`src/retire_stats_defs.svh`:
```
////////////////////////////////////////////////////////////
// Retire-stream monitor constants
// Marker NOPs are addi x0,x0,12 and addi x0,x0,13
// Opcodes are instruction bits 6 to 2 (RV32 major opcode)
////////////////////////////////////////////////////////////
`ifndef RETIRE_STATS_DEFS_SVH
`define RETIRE_STATS_DEFS_SVH

`define RS_RETIRE_PORTS 2
`define RS_COUNT_WIDTH 32
`define RS_NUM_STATS 9

// Collection window markers
`define RS_START_NOP 32'h00C00013
`define RS_END_NOP 32'h00D00013

// Major opcodes
`define RS_OP_ARITH 5'b01100
`define RS_OP_ARITH_IMM 5'b00100
`define RS_OP_AUIPC 5'b00101
`define RS_OP_LUI 5'b01101
`define RS_OP_BRANCH 5'b11000
`define RS_OP_JAL 5'b11011
`define RS_OP_JALR 5'b11001
`define RS_OP_LOAD 5'b00000
`define RS_OP_FP_LOAD 5'b00001
`define RS_OP_AMO 5'b01011
`define RS_OP_STORE 5'b01000
`define RS_OP_FP_STORE 5'b01001
`define RS_OP_FMADD 5'b10000
`define RS_OP_FMSUB 5'b10001
`define RS_OP_FNMSUB 5'b10010
`define RS_OP_FNMADD 5'b10011
`define RS_OP_OP_FP 5'b10100
`define RS_OP_SYSTEM 5'b11100
`define RS_OP_FENCE 5'b00011

// Counter indices, also the stat_sel values
`define RS_STAT_ALU 0
`define RS_STAT_BR 1
`define RS_STAT_MUL 2
`define RS_STAT_DIV 3
`define RS_STAT_LOAD 4
`define RS_STAT_STORE 5
`define RS_STAT_FPU 6
`define RS_STAT_MISC 7
`define RS_STAT_RETIRED 8

`endif
```
`src/retire_stats_pkg.sv`:
```
////////////////////////////////////////////////////////////
// Shared types for the retire-stream monitor
// Widths follow the defines in the header
////////////////////////////////////////////////////////////
`default_nettype none

`include "retire_stats_defs.svh"

package retire_stats_pkg;

    ////////////////////////////////////////////////////////////
    // Retire port types

    // One retired instruction word
    typedef logic [31:0] instr_t;

    // One valid bit per retire port
    typedef logic [`RS_RETIRE_PORTS-1:0] port_mask_t;

    // Per-class count for one cycle, 0 up to the port count
    typedef logic [$clog2(`RS_RETIRE_PORTS + 1)-1:0] port_count_t;

    ////////////////////////////////////////////////////////////
    // Counter types

    typedef logic [`RS_COUNT_WIDTH-1:0] count_t;

    // Selects values above the last stat index read as zero
    typedef logic [3:0] stat_sel_t;

    ////////////////////////////////////////////////////////////
    // Window FSM

    typedef enum logic [1:0] {
        WIN_IDLE,
        WIN_COLLECTING,
        WIN_DONE
    } window_state_t;

endpackage

`default_nettype wire

```
`src/retire_stats.sv`:
```
////////////////////////////////////////////////////////////
// Retire-stream instruction mix monitor, top level
// Counts retired instructions per class between marker NOPs
// stat_value lags a retire by two cycles, stat_sel is comb
////////////////////////////////////////////////////////////
`timescale 1ns/10ps
`default_nettype none

`include "retire_stats_defs.svh"

module retire_stats (
    input  logic                         clk,
    input  logic                         reset,
    input  retire_stats_pkg::instr_t     retire_instruction [`RS_RETIRE_PORTS],
    input  retire_stats_pkg::port_mask_t retire_valid,
    input  retire_stats_pkg::stat_sel_t  stat_sel,
    output logic                         collecting,
    output logic                         done,
    output retire_stats_pkg::count_t     stat_value
);
    import retire_stats_pkg::*;

    logic window_start;
    port_count_t class_counts [`RS_NUM_STATS];

    // Window FSM
    collection_window i_collection_window (
        .clk                (clk),
        .reset              (reset),
        .retire_instruction (retire_instruction),
        .retire_valid       (retire_valid),
        .collecting         (collecting),
        .done               (done),
        .window_start       (window_start)
    );

    // Per-cycle class totals
    instr_mix_classifier i_instr_mix_classifier (
        .clk                (clk),
        .reset              (reset),
        .retire_instruction (retire_instruction),
        .retire_valid       (retire_valid),
        .class_counts       (class_counts)
    );

    // Counters and readout
    mix_counters i_mix_counters (
        .clk          (clk),
        .reset        (reset),
        .collecting   (collecting),
        .window_start (window_start),
        .class_counts (class_counts),
        .stat_sel     (stat_sel),
        .stat_value   (stat_value)
    );

endmodule

`default_nettype wire

```
`src/mix_counters.sv`:
```
////////////////////////////////////////////////////////////
// Window-gated class counters with a select readout
// window_start loads the incoming counts instead of adding
// Counters wrap at RS_COUNT_WIDTH bits
////////////////////////////////////////////////////////////
`timescale 1ns/10ps
`default_nettype none

`include "retire_stats_defs.svh"

module mix_counters (
    input  logic                          clk,
    input  logic                          reset,
    input  logic                          collecting,
    input  logic                          window_start,
    input  retire_stats_pkg::port_count_t class_counts [`RS_NUM_STATS],
    input  retire_stats_pkg::stat_sel_t   stat_sel,
    output retire_stats_pkg::count_t      stat_value
);
    import retire_stats_pkg::*;

    count_t counters [`RS_NUM_STATS];

    ////////////////////////////////////////////////////////////
    // Accumulate
    always_ff @(posedge clk) begin
        if (reset) begin
            counters <= '{default: '0};
        end else begin
            for (int s = 0; s < `RS_NUM_STATS; s++) begin
                // Restart takes priority, count starts at the start cycle
                if (window_start) begin
                    counters[s] <= count_t'(class_counts[s]);
                end else if (collecting) begin
                    counters[s] <= counters[s] + count_t'(class_counts[s]);
                end
            end
        end
    end

    ////////////////////////////////////////////////////////////
    // Readout
    always_comb begin
        stat_value = '0;
        if (stat_sel < stat_sel_t'(`RS_NUM_STATS)) begin
            stat_value = counters[stat_sel];
        end
    end

endmodule

`default_nettype wire

```
`src/instr_mix_classifier.sv`:
```
////////////////////////////////////////////////////////////
// Sorts each valid retire port into the instruction classes
// and registers the per-class totals for the cycle
// AMO counts as both load and store
////////////////////////////////////////////////////////////
`timescale 1ns/10ps
`default_nettype none

`include "retire_stats_defs.svh"

module instr_mix_classifier (
    input  logic                          clk,
    input  logic                          reset,
    input  retire_stats_pkg::instr_t      retire_instruction [`RS_RETIRE_PORTS],
    input  retire_stats_pkg::port_mask_t  retire_valid,
    output retire_stats_pkg::port_count_t class_counts [`RS_NUM_STATS]
);
    import retire_stats_pkg::*;

    // One class bit per stat, per port
    logic [`RS_NUM_STATS-1:0] class_bits [`RS_RETIRE_PORTS];
    port_count_t class_sum [`RS_NUM_STATS];

    ////////////////////////////////////////////////////////////
    // Per-port decode
    for (genvar p = 0; p < `RS_RETIRE_PORTS; p++) begin : gen_port
        logic [4:0] opcode;
        logic valid;
        logic is_mul;
        logic is_div;

        assign opcode = retire_instruction[p][6:2];
        assign valid = retire_valid[p];

        // M extension funct7 bit and the divide bit of funct3
        assign is_mul = retire_instruction[p][25] & ~retire_instruction[p][14];
        assign is_div = retire_instruction[p][25] & retire_instruction[p][14];

        // Immediate ops with bit 25 set also drop out of ALU
        assign class_bits[p][`RS_STAT_ALU] = valid & ~(is_mul | is_div)
            & (opcode inside {`RS_OP_ARITH, `RS_OP_ARITH_IMM, `RS_OP_AUIPC, `RS_OP_LUI});

        assign class_bits[p][`RS_STAT_BR] = valid
            & (opcode inside {`RS_OP_BRANCH, `RS_OP_JAL, `RS_OP_JALR});

        assign class_bits[p][`RS_STAT_MUL] = valid & (opcode == `RS_OP_ARITH) & is_mul;

        assign class_bits[p][`RS_STAT_DIV] = valid & (opcode == `RS_OP_ARITH) & is_div;

        assign class_bits[p][`RS_STAT_LOAD] = valid
            & (opcode inside {`RS_OP_LOAD, `RS_OP_FP_LOAD, `RS_OP_AMO});

        assign class_bits[p][`RS_STAT_STORE] = valid
            & (opcode inside {`RS_OP_STORE, `RS_OP_FP_STORE, `RS_OP_AMO});

        assign class_bits[p][`RS_STAT_FPU] = valid
            & (opcode inside {`RS_OP_FMADD, `RS_OP_FMSUB, `RS_OP_FNMSUB,
                              `RS_OP_FNMADD, `RS_OP_OP_FP});

        assign class_bits[p][`RS_STAT_MISC] = valid
            & (opcode inside {`RS_OP_SYSTEM, `RS_OP_FENCE});

        assign class_bits[p][`RS_STAT_RETIRED] = valid;
    end

    ////////////////////////////////////////////////////////////
    // Sum across ports
    always_comb begin
        for (int s = 0; s < `RS_NUM_STATS; s++) begin
            class_sum[s] = '0;
            for (int p = 0; p < `RS_RETIRE_PORTS; p++) begin
                class_sum[s] = class_sum[s] + port_count_t'(class_bits[p][s]);
            end
        end
    end

    // Counts appear the cycle after retire
    always_ff @(posedge clk) begin
        if (reset) begin
            class_counts <= '{default: '0};
        end else begin
            class_counts <= class_sum;
        end
    end

endmodule

`default_nettype wire

```
`src/collection_window.sv`:
```
////////////////////////////////////////////////////////////
// Tracks the collection window from marker NOPs
// End marker wins over start marker in the same cycle
// collecting/done follow one cycle after the marker retires
////////////////////////////////////////////////////////////
`timescale 1ns/10ps
`default_nettype none

`include "retire_stats_defs.svh"

module collection_window (
    input  logic                        clk,
    input  logic                        reset,
    input  retire_stats_pkg::instr_t    retire_instruction [`RS_RETIRE_PORTS],
    input  retire_stats_pkg::port_mask_t retire_valid,
    output logic                        collecting,
    output logic                        done,
    output logic                        window_start
);
    import retire_stats_pkg::*;

    window_state_t state;
    window_state_t next_state;
    logic sees_start;
    logic sees_end;

    // Marker detect, any valid port
    always_comb begin
        sees_start = 1'b0;
        sees_end = 1'b0;
        for (int i = 0; i < `RS_RETIRE_PORTS; i++) begin
            sees_start |= retire_valid[i] & (retire_instruction[i] == `RS_START_NOP);
            sees_end |= retire_valid[i] & (retire_instruction[i] == `RS_END_NOP);
        end
    end

    // Same rules from every state
    always_comb begin
        next_state = state;
        if (sees_end) begin
            next_state = WIN_DONE;
        end else if (sees_start) begin
            next_state = WIN_COLLECTING;
        end
    end

    always_ff @(posedge clk) begin
        if (reset) begin
            state <= WIN_IDLE;
            window_start <= 1'b0;
        end else begin
            state <= next_state;
            // Pulses on every (re)entry, also while already collecting
            window_start <= sees_start & ~sees_end;
        end
    end

    assign collecting = (state == WIN_COLLECTING);
    assign done = (state == WIN_DONE);

endmodule

`default_nettype wire

```
`config.mk`:
```
export PLATFORM = sky130hd
export DESIGN_NAME = retire_stats
export DESIGN_NICKNAME = d
export VERILOG_FILES = /design/src/retire_stats_pkg.sv /design/src/retire_stats.sv /design/src/mix_counters.sv /design/src/instr_mix_classifier.sv /design/src/collection_window.sv
export VERILOG_INCLUDE_DIRS = /design/src /design/src/src
export SDC_FILE = /design/constraint.sdc
export NUM_CORES = 1
export LEC_CHECK = 0
export BUFFER_PORTS_ARGS = -buffer_cell sky130_fd_sc_hd__buf_2
export CORE_ASPECT_RATIO = 0.5
export CORE_MARGIN = 2
export CORE_UTILIZATION = 40
export DETAILED_ROUTE_END_ITERATION = 12
export GPL_TIMING_DRIVEN = 1
export PLACE_DENSITY_LB_ADDON = 0.15
export SYNTH_ARGS = -nofsm -noshare
export SYNTH_HDL_FRONTEND = slang
export SYNTH_HIERARCHICAL = 1
export SYNTH_SLANG_ARGS = --single-unit
```
`constraint.sdc`:
```
create_clock -name clk -period 5.82 [get_ports clk]
set_input_delay 0.582 -clock clk [delete_from_list [all_inputs] [get_ports clk]]
set_output_delay 0.582 -clock clk [all_outputs]
set_load 0.03 [all_outputs]
```
Word-level counts from Yosys, hierarchy flattened. Index checks and enable logic that the tools add are counted.

Register bits: 309. Input port bits: 72. Logic and storage cells: 173.

Add/subtract/negate cells: 18. $lt $le $gt $ge: 2. Equality and inequality tests: 42. Mux-type cells: 24. Bitwise logic cells: 39. Reduce and logical (&&, ||, !) cells: 18.

Operator list (count): 32-bit by 2-bit adder with 32-bit output (9); 32-bit binary-select mux with 4-bit select (1); 32-bit by 24-bit == test with 1-bit output (second input constant) (4); 32-bit two-way mux (3); 5-bit == test (second input constant) (18); 5-bit by 4-bit == test with 1-bit output (second input constant) (10); 2-bit two-way mux (20); 1-bit bitwise AND (29); 5-bit by 3-bit == test with 1-bit output (second input constant) (4); 1-bit by 1-bit adder with 2-bit output (9); 3-bit nonzero test (6); 5-bit by 1-bit == test with 1-bit output (second input constant) (2); 5-bit by 2-bit == test with 1-bit output (second input constant) (2); 5-bit zero test (2); 5-bit nonzero test (2); 2-bit nonzero test (4); 4-bit nonzero test (2); 5-bit >= comparator (second input constant) (1); 1-bit inverter (5); 4-bit inverter with 5-bit output (1); 4-bit < comparator (second input constant) (1); 1-bit OR (4); 2-bit OR reduction (2); 2-bit by 1-bit == test with 1-bit output (second input constant) (1); 2-bit == test (second input constant) (1).

Longest topological paths before layout. Gate-level depths: netlist of run 1.

Depth after elaboration: 7. Mapped depth: 9. Depth with buffers taken out: 7.

Cells and area by module. Netlist of run 1, hierarchy kept.

By module, submodules not included: mix_counters (instances 1, cells an instance 1880, area each 16346.9 µm², seq. area each 5765.5 µm²); instr_mix_classifier (instances 1, cells an instance 82, area each 867.1 µm², seq. area each 360.3 µm²); collection_window (instances 1, cells an instance 36, area each 310.3 µm², seq. area each 60.1 µm²).

Worst setup path after synthesis of run 1. OpenSTA, ideal clock, no wires.

Path kind: input port to output port. Start: input stat_sel[0]. End: output stat_value[10]. Data arrival time: 2389 ps. Data required time: 5238 ps. Slack: 2849 ps. Stages: 5. Path buffers: 2. Cell sequence: clkbuf_1 -> buf_1 -> mux4_2 -> mux2i_1 -> o21ai_0.

Longest elaborated chain between the ends: 5. Elaborated cells between the ends (all ways): 6.

Ends and longest elaborated chain: start: declaration (line retire_stats.sv:16) `input retire_stats_pkg::stat_sel_t stat_sel,`; 4-bit inverter with 5-bit output (implied by the code) (line mix_counters.sv:46) `stat_value = counters[stat_sel];`; 32-bit binary-select mux with 4-bit select (line mix_counters.sv:46); 32-bit two-way mux (implied by the code) (2 in a row) (line mix_counters.sv:46); 32-bit two-way mux (*) (line mix_counters.sv:45) `` if (stat_sel < stat_sel_t'(`RS_NUM_STATS)) begin ``; end: declaration (line retire_stats.sv:19) `output retire_stats_pkg::count_t stat_value`.

Every way passes the cells marked *; elsewhere a longest branch is shown, timed or not. The select of a mux whose other input is x is not followed.

Worst setup path after layout of run 1.
Start: input stat_sel[0]. End: output stat_value[4].

Same word-level chain as after synthesis.

==> impl_metrics.ini, run 1 <==
[run_status]
status = complete, no violations

[critical_path]
path_class = in -> out
cp_slowest_cell = buf_4
cp_max_fo = 37
critical_path.max_stage_delay_ns = 0.63
critPathRequiredTime_ns = 5.24
worstPathArrival_ns = 2.97
worstReg2RegEnd = i_mix_counters/counters[253]$_SDFFE_PP0P_
cpMostUsedCell = buf_4
reg2reg_slack_ns = 2.41
cp-end-kind = primary output
ff2ff_path_depth = 6
startpoint_type = input port
crit-reg2reg-launch = i_collection_window/state[0]$_SDFFE_PP0P_
cp_cell_sequence = buf_4 > buf_4 > mux4_2 > mux2i_1 > o21ai_0 > buf_2

[grt]
grt_pass1_wl_um = 82700
antenna_found_initial = 2
grt_max_degree = 98
grt_pass1_vias = 14300
grt_overflow = 0
grt.total_usage_pct = 22.6

[clocking]
cts_tree = yes
cts-buffers-inserted = 31
cts_resized = 0
clock-sinks = 309
htree_levels = 1
clk_pin_slew_worst_paths_ns = 0.06
cts_hold_buffers = 0
root_buffer = clkbuf_16
cts_setup_buffers = 0
clock_latency_ns = 0.60
clock_path_buffers = 3

[floorplanning]
start_util_pct = 40.4
pin_count = 106
coreArea_mm2 = 0.0434
die_x_um = 300
dieArea_mm2 = 0.0456
die_h_um = 152
core.rowCount = 54

[synth]
synthCells = 1998
synth_top_area_share_pct = 35.3
ys_seq_elements = 309
ys_top_cells_by_area = dfxtp_1, mux4_2, a21oi_1
synth_top_area_cell = dfxtp_1
yosysWarnings = 6
synth_area_mm2 = 0.0175
yosysMostFrequentCell = dfxtp_1
synth_edf_count = 0
ys_seq_area_share_pct = 35.3
ys.flop_type = dfxtp_1
synth_nets = 2106
ys_types = 65
yosys-top-cells-count = dfxtp_1, a21oi_1, nand2_1, nor2_1, or4_1
postSynthAreaPerCell_um2 = 8.77
postSynth.asyncResetShare_pct = 0

[worst_hold_path]
whs_path_depth = 3
hold_path_class = in -> reg
hold_end = i_collection_window/window_start$_SDFF_PP0_
hp-start = retire_instruction[52]

[placement]
io_buffer_count = 105
hpwl_um = 37800
post-place-ws_ns = 2.05
routabilityCongestion = 0.873
placed_area_mm2 = 0.0184

[routing]
viasPerCell = 5.97
num_vias = 15700
wl_um = 52700
wire_per_inst_um = 20.0
first_pass_iters = 5
drt-initial-drc-count = 1335
route.detailed.drc = 0
antenna_left = 0

[sta]
fin_tns_setup_ns = 0
worstMarginPinSlew_ns = 1.18
skew_ns = 0.0274
timing.final.crit_share_pct = 61.0
relSlewSlack_pct = 20.5
slew_viol_final = 0
setup_viol = 0
fin_crit_ns = 3.55
layout_setup_ws_ns = 2.27
timing.fmax_ghz = 0.282
finalHoldViolations = 0
hold_ws_ns = 0.325
grt_setup_unrepaired = false

[power]
power.leakage_nw = 5.93
total_power_w = 0.00433
p_per_area_mw_per_mm2 = 223
ir_drop_mv = 0.241

[finish]
nFillCells = 4265
syn_to_final_growth_pct = 11.0
seqCellArea_mm2 = 0.00619
drive_above_1_share_pct = 12.8
multi_input_area_mm2 = 0.0106
fin_nets = 2128
fin_area_mm2 = 0.0195

[job]
maxCapViolations = 0
==> worst max-delay path by stage <==
stage / start / endpoint / slack [ns]
final: stat_sel[0] / stat_value[4] / 2.27
after global routing: stat_sel[0] / stat_value[0] / 2.02
after CTS: stat_sel[3] / stat_value[4] / 2.05
after detailed placement: stat_sel[3] / stat_value[4] / 2.05
after global placement: stat_sel[3] / stat_value[2] / 2.06
after floorplan: stat_sel[0] / stat_value[10] / 2.85
==> state kept, by name, summed over array words and instances (netlist names) <==
register,count
i_mix_counters/counters,288
i_collection_window/window_start,1
i_instr_mix_classifier/class_counts,18
i_collection_window/state,2
==> kinds of logic after synthesis <==
kind of cell | count (synthesis) | share of synthesized area (%)
compound gates | 441 | 15.1
buf+inv | 203 | 4.44
mux | 116 | 11.1
simple gates | 813 | 27.0
xor+xnor | 80 | 4.00
flops | 309 | 35.3
fa+ha+maj | 36 | 2.96
==> stage by stage <==
stage                     instances  utilization, %
after detailed placement       2575            42.5
after global routing           2632            44.9
after global placement         2575            42.5
after CTS                      2632            44.8
final                          2633            44.9
after floorplan                1998               -
==> where the power goes <==
| part | total, W | switching, W | internal, W | leakage [nW] |
|---|---|---|---|---|
| sequential | 0.00212 | 0.00000137 | 0.00212 | 2.49 |
| clock | 0.00205 | 0.000909 | 0.00115 | 0.497 |
| combinational | 0.000161 | 0.000103 | 0.0000588 | 2.95 |
| total | 0.00433 | 0.00101 | 0.00332 | 5.93 |
==> layout by cell type, fill, tap and decap left out, types with 52 or more instances in the layout <==
master   synthesis  routed
nand4_1         63      63
nor2_1         126     126
mux4_2          63      63
dfxtp_1        309     308
inv_1           72      72
a21oi_1        198     198
nand3_1         68      68
or3_1           90      90
xnor2_1         69      69
mux2i_1         52      52
o21ai_0         92      92
nand2_1        141     141
buf_2            7     104
or4_1          115     115
o31ai_1         99      99
==> critical path, delay by kind of cell <==
kind / cells / cell delay [ns]
muxes: 2 / 0.74
buffers and inverters: 3 / 1.43
AOI/OAI and AO/OA: 1 / 0.16
==> final cells by class <==
cell class              instances  share of cell area (%)
clock buffers                  43                    4.53
multi-input cells            1486                    54.4
clock inverters                14                   0.694
repair buffers                119                    3.38
diodes                          1                  0.0129
inverters                      73                    1.41
well taps                     588                    3.78
flip-flops and latches        309                    31.8
==> metal layers <==
metal  part of all wire (%)  GRT usage [%]  vias up
met2                     43           33.5      438
met1                     49           33.8     7554
li1                       -              -     7654
met3                    5.5           3.23       78
met5                      0              0        -
met4                    2.9           6.74        0
Note: power is estimated with default switching activity, not from simulation.
==> run 2, diff against run 1 <==
Settings changed: ABC_AREA set to 1.
Clock period 5.82 ns to 3.2 ns, I/O delays scaled along.
==> impl_metrics.ini, run 2 <==
[synth]
postSynthAreaPerCell_um2 = 5.95
ys.flop_type = dfxtp_1
synth_top_area_share_pct = 30.8
synth_area_mm2 = 0.0201
ys_seq_area_share_pct = 30.8
postSynth.asyncResetShare_pct = 0
ys_seq_elements = 309
yosys-top-cells-count = nand2_1, nor2_1, inv_1, nand3_1, dfxtp_1
synth_top_area_cell = dfxtp_1
ys_top_cells_by_area = dfxtp_1, nand2_1, nor2_1
yosysMostFrequentCell = nand2_1
synth_nets = 3476
ys_types = 43
synthCells = 3368
yosysWarnings = 6
synth_edf_count = 0

[floorplanning]
core.rowCount = 57
die_x_um = 321
pin_count = 106
dieArea_mm2 = 0.0521
die_h_um = 162
start_util_pct = 40.9
coreArea_mm2 = 0.0490

[critical_path]
cp-end-kind = primary output
critical_path.max_stage_delay_ns = 0.41
ff2ff_path_depth = 7
worstPathArrival_ns = 2.35
reg2reg_slack_ns = 0.73
critPathRequiredTime_ns = 2.88
cp_max_fo = 39
cpMostUsedCell = nand2_1
cp_slowest_cell = buf_4
startpoint_type = input port
cp_cell_sequence = buf_2 > buf_4 > buf_4 > a21oi_1 > o21ai_0 > nand3_1 > nand2_1 > nand2_1 > nand2_1 > buf_2
path_class = in -> out
crit-reg2reg-launch = i_collection_window/state[0]$_SDFFE_PP0P_
worstReg2RegEnd = i_mix_counters/counters[257]$_SDFFE_PP0P_

[sta]
slew_viol_final = 0
grt_setup_unrepaired = false
fin_tns_setup_ns = 0
relSlewSlack_pct = 37.8
finalHoldViolations = 0
skew_ns = 0.0119
timing.fmax_ghz = 0.375
fin_crit_ns = 2.67
worstMarginPinSlew_ns = 0.932
setup_viol = 0
timing.final.crit_share_pct = 83.4

[finish]
top_regs = i_mix_counters/counters (288), i_instr_mix_classifier/class_counts (18), i_collection_window/state (2)
syn_to_final_growth_pct = 11.0
antenna_cells = 0
drive_above_1_share_pct = 7.19
most-common-layout-cells = nand2_1, nor2_1, inv_1
regMostFlops = i_mix_counters/counters
largest_reg_flops = 288
final_common_cell = nand2_1
fin_nets = 3536
utilization_pct = 45.5

[routing]
viasPerCell = 5.37
wire_per_inst_um = 18.3
antenna_left = 0
route.detailed.drc = 0
num_vias = 22000
wl_um = 75000
drt-initial-drc-count = 2321
first_pass_iters = 5

[job]
maxCapViolations = 0

[worst_hold_path]
whs_path_depth = 6
hold_path_class = in -> reg
hold_end = i_collection_window/window_start$_SDFF_PP0_
hp-start = retire_instruction[20]

[grt]
antenna_found_initial = 2
grt.total_usage_pct = 28.5
grt_overflow = 0
grt_pass1_wl_um = 116000
grt_max_degree = 169
grt_pass1_vias = 20100

[power]
switching_share_pct = 25.9
p_seq_share_pct = 46.3
p_sw_w = 0.00215
comb_power_share_pct = 7.6
clock_power_share_pct = 46.0
cellInternalPower_w = 0.00616
power.leakage_nw = 8.63
ir_drop_mv = 0.365
p_per_area_mw_per_mm2 = 373

[clocking]
root_buffer = clkbuf_16
cts-buffers-inserted = 31
cts_resized = 0
clk_pin_slew_worst_paths_ns = 0.06
clock_path_buffers = 3
cts_setup_buffers = 0
cts_tree = yes
clock-sinks = 309
cts_hold_buffers = 0
htree_levels = 1
clock_latency_ns = 0.61

[placement]
hpwl_um = 57800
routabilityCongestion = 0.979
io_buffer_count = 105

[run_status]
status = complete, no violations
## run 2: cell types whose count changed in the layout (fill, tap and decap cells not counted), moves of 69 or more
cell	delta
nor3_1	+69
nand2_1	+677
nor2_1	+487
inv_1	+321
or4_1	-115
or3_1	-90
o21ai_0	+74
o31ai_1	-98
nand3_1	+254
## run 2: power groups by stage
stage	Combinational (W)	Clock, W	Sequential [W]
global route	0.000689	0.00403	0.00385
global placement	0.000619	0	0.00394
floorplan	0.000363	0	0.00394
CTS	0.000624	0.00388	0.00385
finish	0.000636	0.00382	0.00385
detailed placement	0.000624	0	0.00394
## run 2: worst max path at each step
stage / from / endpoint / slack (ns) / depth (start not counted)
floorplan: i_collection_window/state[0]$_SDFFE_PP0P_ / i_mix_counters/counters[113]$_SDFFE_PP0P_ / 1.15 / 9
detailed placement: stat_sel[1] / stat_value[29] / 0.62 / 10
global placement: stat_sel[1] / stat_value[29] / 0.60 / 10
CTS: i_mix_counters/counters[278]$_SDFFE_PP0P_ / stat_value[22] / 0.60 / 7
finish: stat_sel[1] / stat_value[29] / 0.53 / 10
global route: stat_sel[1] / stat_value[29] / 0.44 / 10
## run 2: routing by layer
layer | vias up | track usage, % | share of wire (%)
met3 | 111 | 4.71 | 8.1
met5 | - | 0 | 0
met1 | 10100 | 42.2 | 48
met4 | 0 | 8.30 | 3.1
li1 | 11000 | - | -
met2 | 798 | 42.2 | 41
## run 2: area by class of cell
class,instances,area [um2]
fill,5330,26700
multi-input combinational,2549,11900
sequential,309,6190
inverter,405,1520
clock buffer,47,926
timing repair buffer,132,822
tap,649,812
clock inverter,8,93.8
## run 2: cell families after synthesis
logic type               synth area share, %
AO/OA/AOI/OAI                           12.4
adder cells (fa/ha/maj)                 2.58
flip-flops                              30.8
buffers and inverters                   9.87
AND/OR/NAND/NOR                         42.9
XOR/XNOR                                1.35
## run 2: stage by stage
stage	cell area [um2]	hold WS [ns]	instances	total power [W]	worst slack, ns
after global placement	21200	0.452	4044	0.00456	0.602
after floorplan	20100	0.389	3368	0.00430	1.15
after CTS	22300	0.117	4099	0.00836	0.599
after global routing	22300	0.153	4099	0.00857	0.439
final	22300	0.124	4099	0.00831	0.532
after detailed placement	21200	0.460	4044	0.00456	0.624
## run 2: critical path, delay by kind of cell
family                 cells  cell delay [ns]
buffers and inverters      4             1.13
AND/OR/NAND/NOR            4             0.62
AO/OA/AOI/OAI              2             0.25
==> run 3, diff against run 2 <==
Settings changed: ABC_AREA 1 to 0.
Clock period 3.2 ns to 2.2 ns, I/O delays scaled along.
==> impl_metrics.ini, run 3 (synthesized netlist as in run 1, its figures left out) <==
[power]
ir_drop_mv = 0.700
power.leakage_nw = 7.82
p_per_area_mw_per_mm2 = 469

[run_status]
violations = setup timing
status = finished with violations

[clocking]
root_buffer = clkbuf_16
clock-sinks = 309
clock_path_buffers = 3
cts-buffers-inserted = 30
htree_levels = 1
cts_tree = yes
clk_pin_slew_worst_paths_ns = 0.06
clock_latency_ns = 0.58

[critical_path]
cpMostUsedCell = or4_4
cp_max_fo = 6
cp-end-kind = flop
startpoint_type = flop
cp_cell_sequence = ha_4 > inv_2 > fa_2 > nand3b_1 > or4_4 > buf_12 > or4_4 > a21oi_2
path_class = reg -> reg
cp_slowest_cell = or4_4
ff2ff_path_depth = 8
critPathRequiredTime_ns = 2.72
worstPathArrival_ns = 3.05
critical_path.max_stage_delay_ns = 0.58

[sta]
relSlewSlack_pct = 34.1
worstMarginPinSlew_ns = 0.985
slew_viol_final = 0
grt_setup_unrepaired = true
setup_viol = 93
finalHoldViolations = 0
fin_tns_setup_ns = -9.89
timing.final.crit_share_pct = 115
layout_setup_ws_ns = -0.329
skew_ns = 0.0122
timing.fmax_ghz = 0.395
fin_crit_ns = 2.53

[grt]
grt_pass1_wl_um = 90000
grt_max_degree = 96
grt_overflow = 0
grt_pass1_vias = 15400
antenna_found_initial = 0
grt.total_usage_pct = 24.7

[routing]
first_pass_iters = 5
wire_per_inst_um = 20.8
wl_um = 60200
viasPerCell = 5.97
route.detailed.drc = 0
drt-initial-drc-count = 1674
num_vias = 17300
antenna_left = 0

[job]
maxCapViolations = 0

[floorplanning]
dieArea_mm2 = 0.0456
die_h_um = 152
core.rowCount = 54
coreArea_mm2 = 0.0434
die_x_um = 300
pin_count = 106
start_util_pct = 40.4

[placement]
hpwl_um = 39800
post-place-ws_ns = -0.291
routabilityCongestion = 0.890
place_inst = 2764
io_buffer_count = 105

[finish]
syn_to_final_growth_pct = 36.6
most-common-layout-cells = buf_4, dfxtp_1, a21oi_1
regMostFlops = i_mix_counters/counters
largest_reg_flops = 288
fin_nets = 2392
instances_no_fill = 2894
nFillCells = 3947
final_common_cell = buf_4
utilization_pct = 55.2
drive_above_1_share_pct = 40.6
top_regs = i_mix_counters/counters (288), i_instr_mix_classifier/class_counts (18), i_collection_window/state (2)

[worst_hold_path]
whs_path_depth = 3
hold_path_class = in -> reg
run 3: cell types whose count changed in the layout (fill, tap and decap cells not counted), sizes merged, moves of 121 or more:
cell   previous run  this run
nand2           824       141
inv             404        73
buf             132       370
or4               0       121
nand3           324        69
nor2            651       126
run 3: power breakdown:
group / total, W / switching, W / internal [W] / leakage, nW
Clock: 0.00518 / 0.00236 / 0.00282 / 0.485
Combinational: 0.000494 / 0.000300 / 0.000194 / 4.76
Sequential: 0.00557 / 0.00000560 / 0.00556 / 2.57
run 3: layout make-up:
class | count | area (um2) | area share [%]
Antenna cell | 1 | 2.50 | 0.0105
Clock buffer | 41 | 893 | 3.73
Clock inverter | 12 | 62.6 | 0.261
Inverter | 73 | 274 | 1.14
Multi-Input combinational cell | 1494 | 12100 | 50.7
Sequential cell | 309 | 6450 | 26.9
Tap cell | 588 | 736 | 3.07
Timing Repair Buffer | 376 | 3390 | 14.2
run 3: worst max-delay path: cells and delay by family, from the launching register on:
| family | cells | cell delay [ns] |
|---|---|---|
| buf+inv | 2 | 0.21 |
| fa+ha+maj | 2 | 0.48 |
| compound gates | 1 | 0.14 |
| simple gates | 3 | 1.29 |
| flops | 1 | 0.35 |
run 3: final timing paths:
path / slack, ns / to / start
hold / removal: 0.07 / i_instr_mix_classifier/class_counts[1]$_SDFF_PP0_ / retire_valid[0]
setup reg to reg: -0.33 / i_mix_counters/counters[222]$_SDFFE_PP0P_ / i_mix_counters/counters[192]$_SDFFE_PP0P_
setup / recovery: -0.33 / i_mix_counters/counters[222]$_SDFFE_PP0P_ / i_mix_counters/counters[192]$_SDFFE_PP0P_
hold reg to reg: 0.48 / i_mix_counters/counters[255]$_SDFFE_PP0P_ / i_mix_counters/counters[255]$_SDFFE_PP0P_
run 3: per-stage QoR:
step           hold slack [ns]  cell area (um2)  total power (W)
6_report                0.0696            23900           0.0112
5_1_grt                 0.0884            23900           0.0116
4_1_cts                 0.0373            22300           0.0114
3_5_place_dp             0.468            20100          0.00619
3_3_place_gp             0.449            20100          0.00619
2_1_floorplan            0.292            17800          0.00599
run 3: per-layer routing:
| layer | global-route usage (%) | vias up | share of wire [%] |
|---|---|---|---|
| li1 | - | 8193 | - |
| met1 | 38.5 | 8413 | 48 |
| met2 | 35.3 | 615 | 41 |
| met3 | 4.83 | 55 | 9.3 |
| met4 | 3.93 | 0 | 1.4 |
| met5 | 0 | - | 0 |
run 3: timing repair:
action                                  CTS  global route
cloned                                   12             7
endpoints found under the setup margin  151           180
pin swaps                                90           104
setup buffers                            51            44
endpoints found under the hold margin     3             0
hold buffers                              3             0
gates resized for setup                 292           309
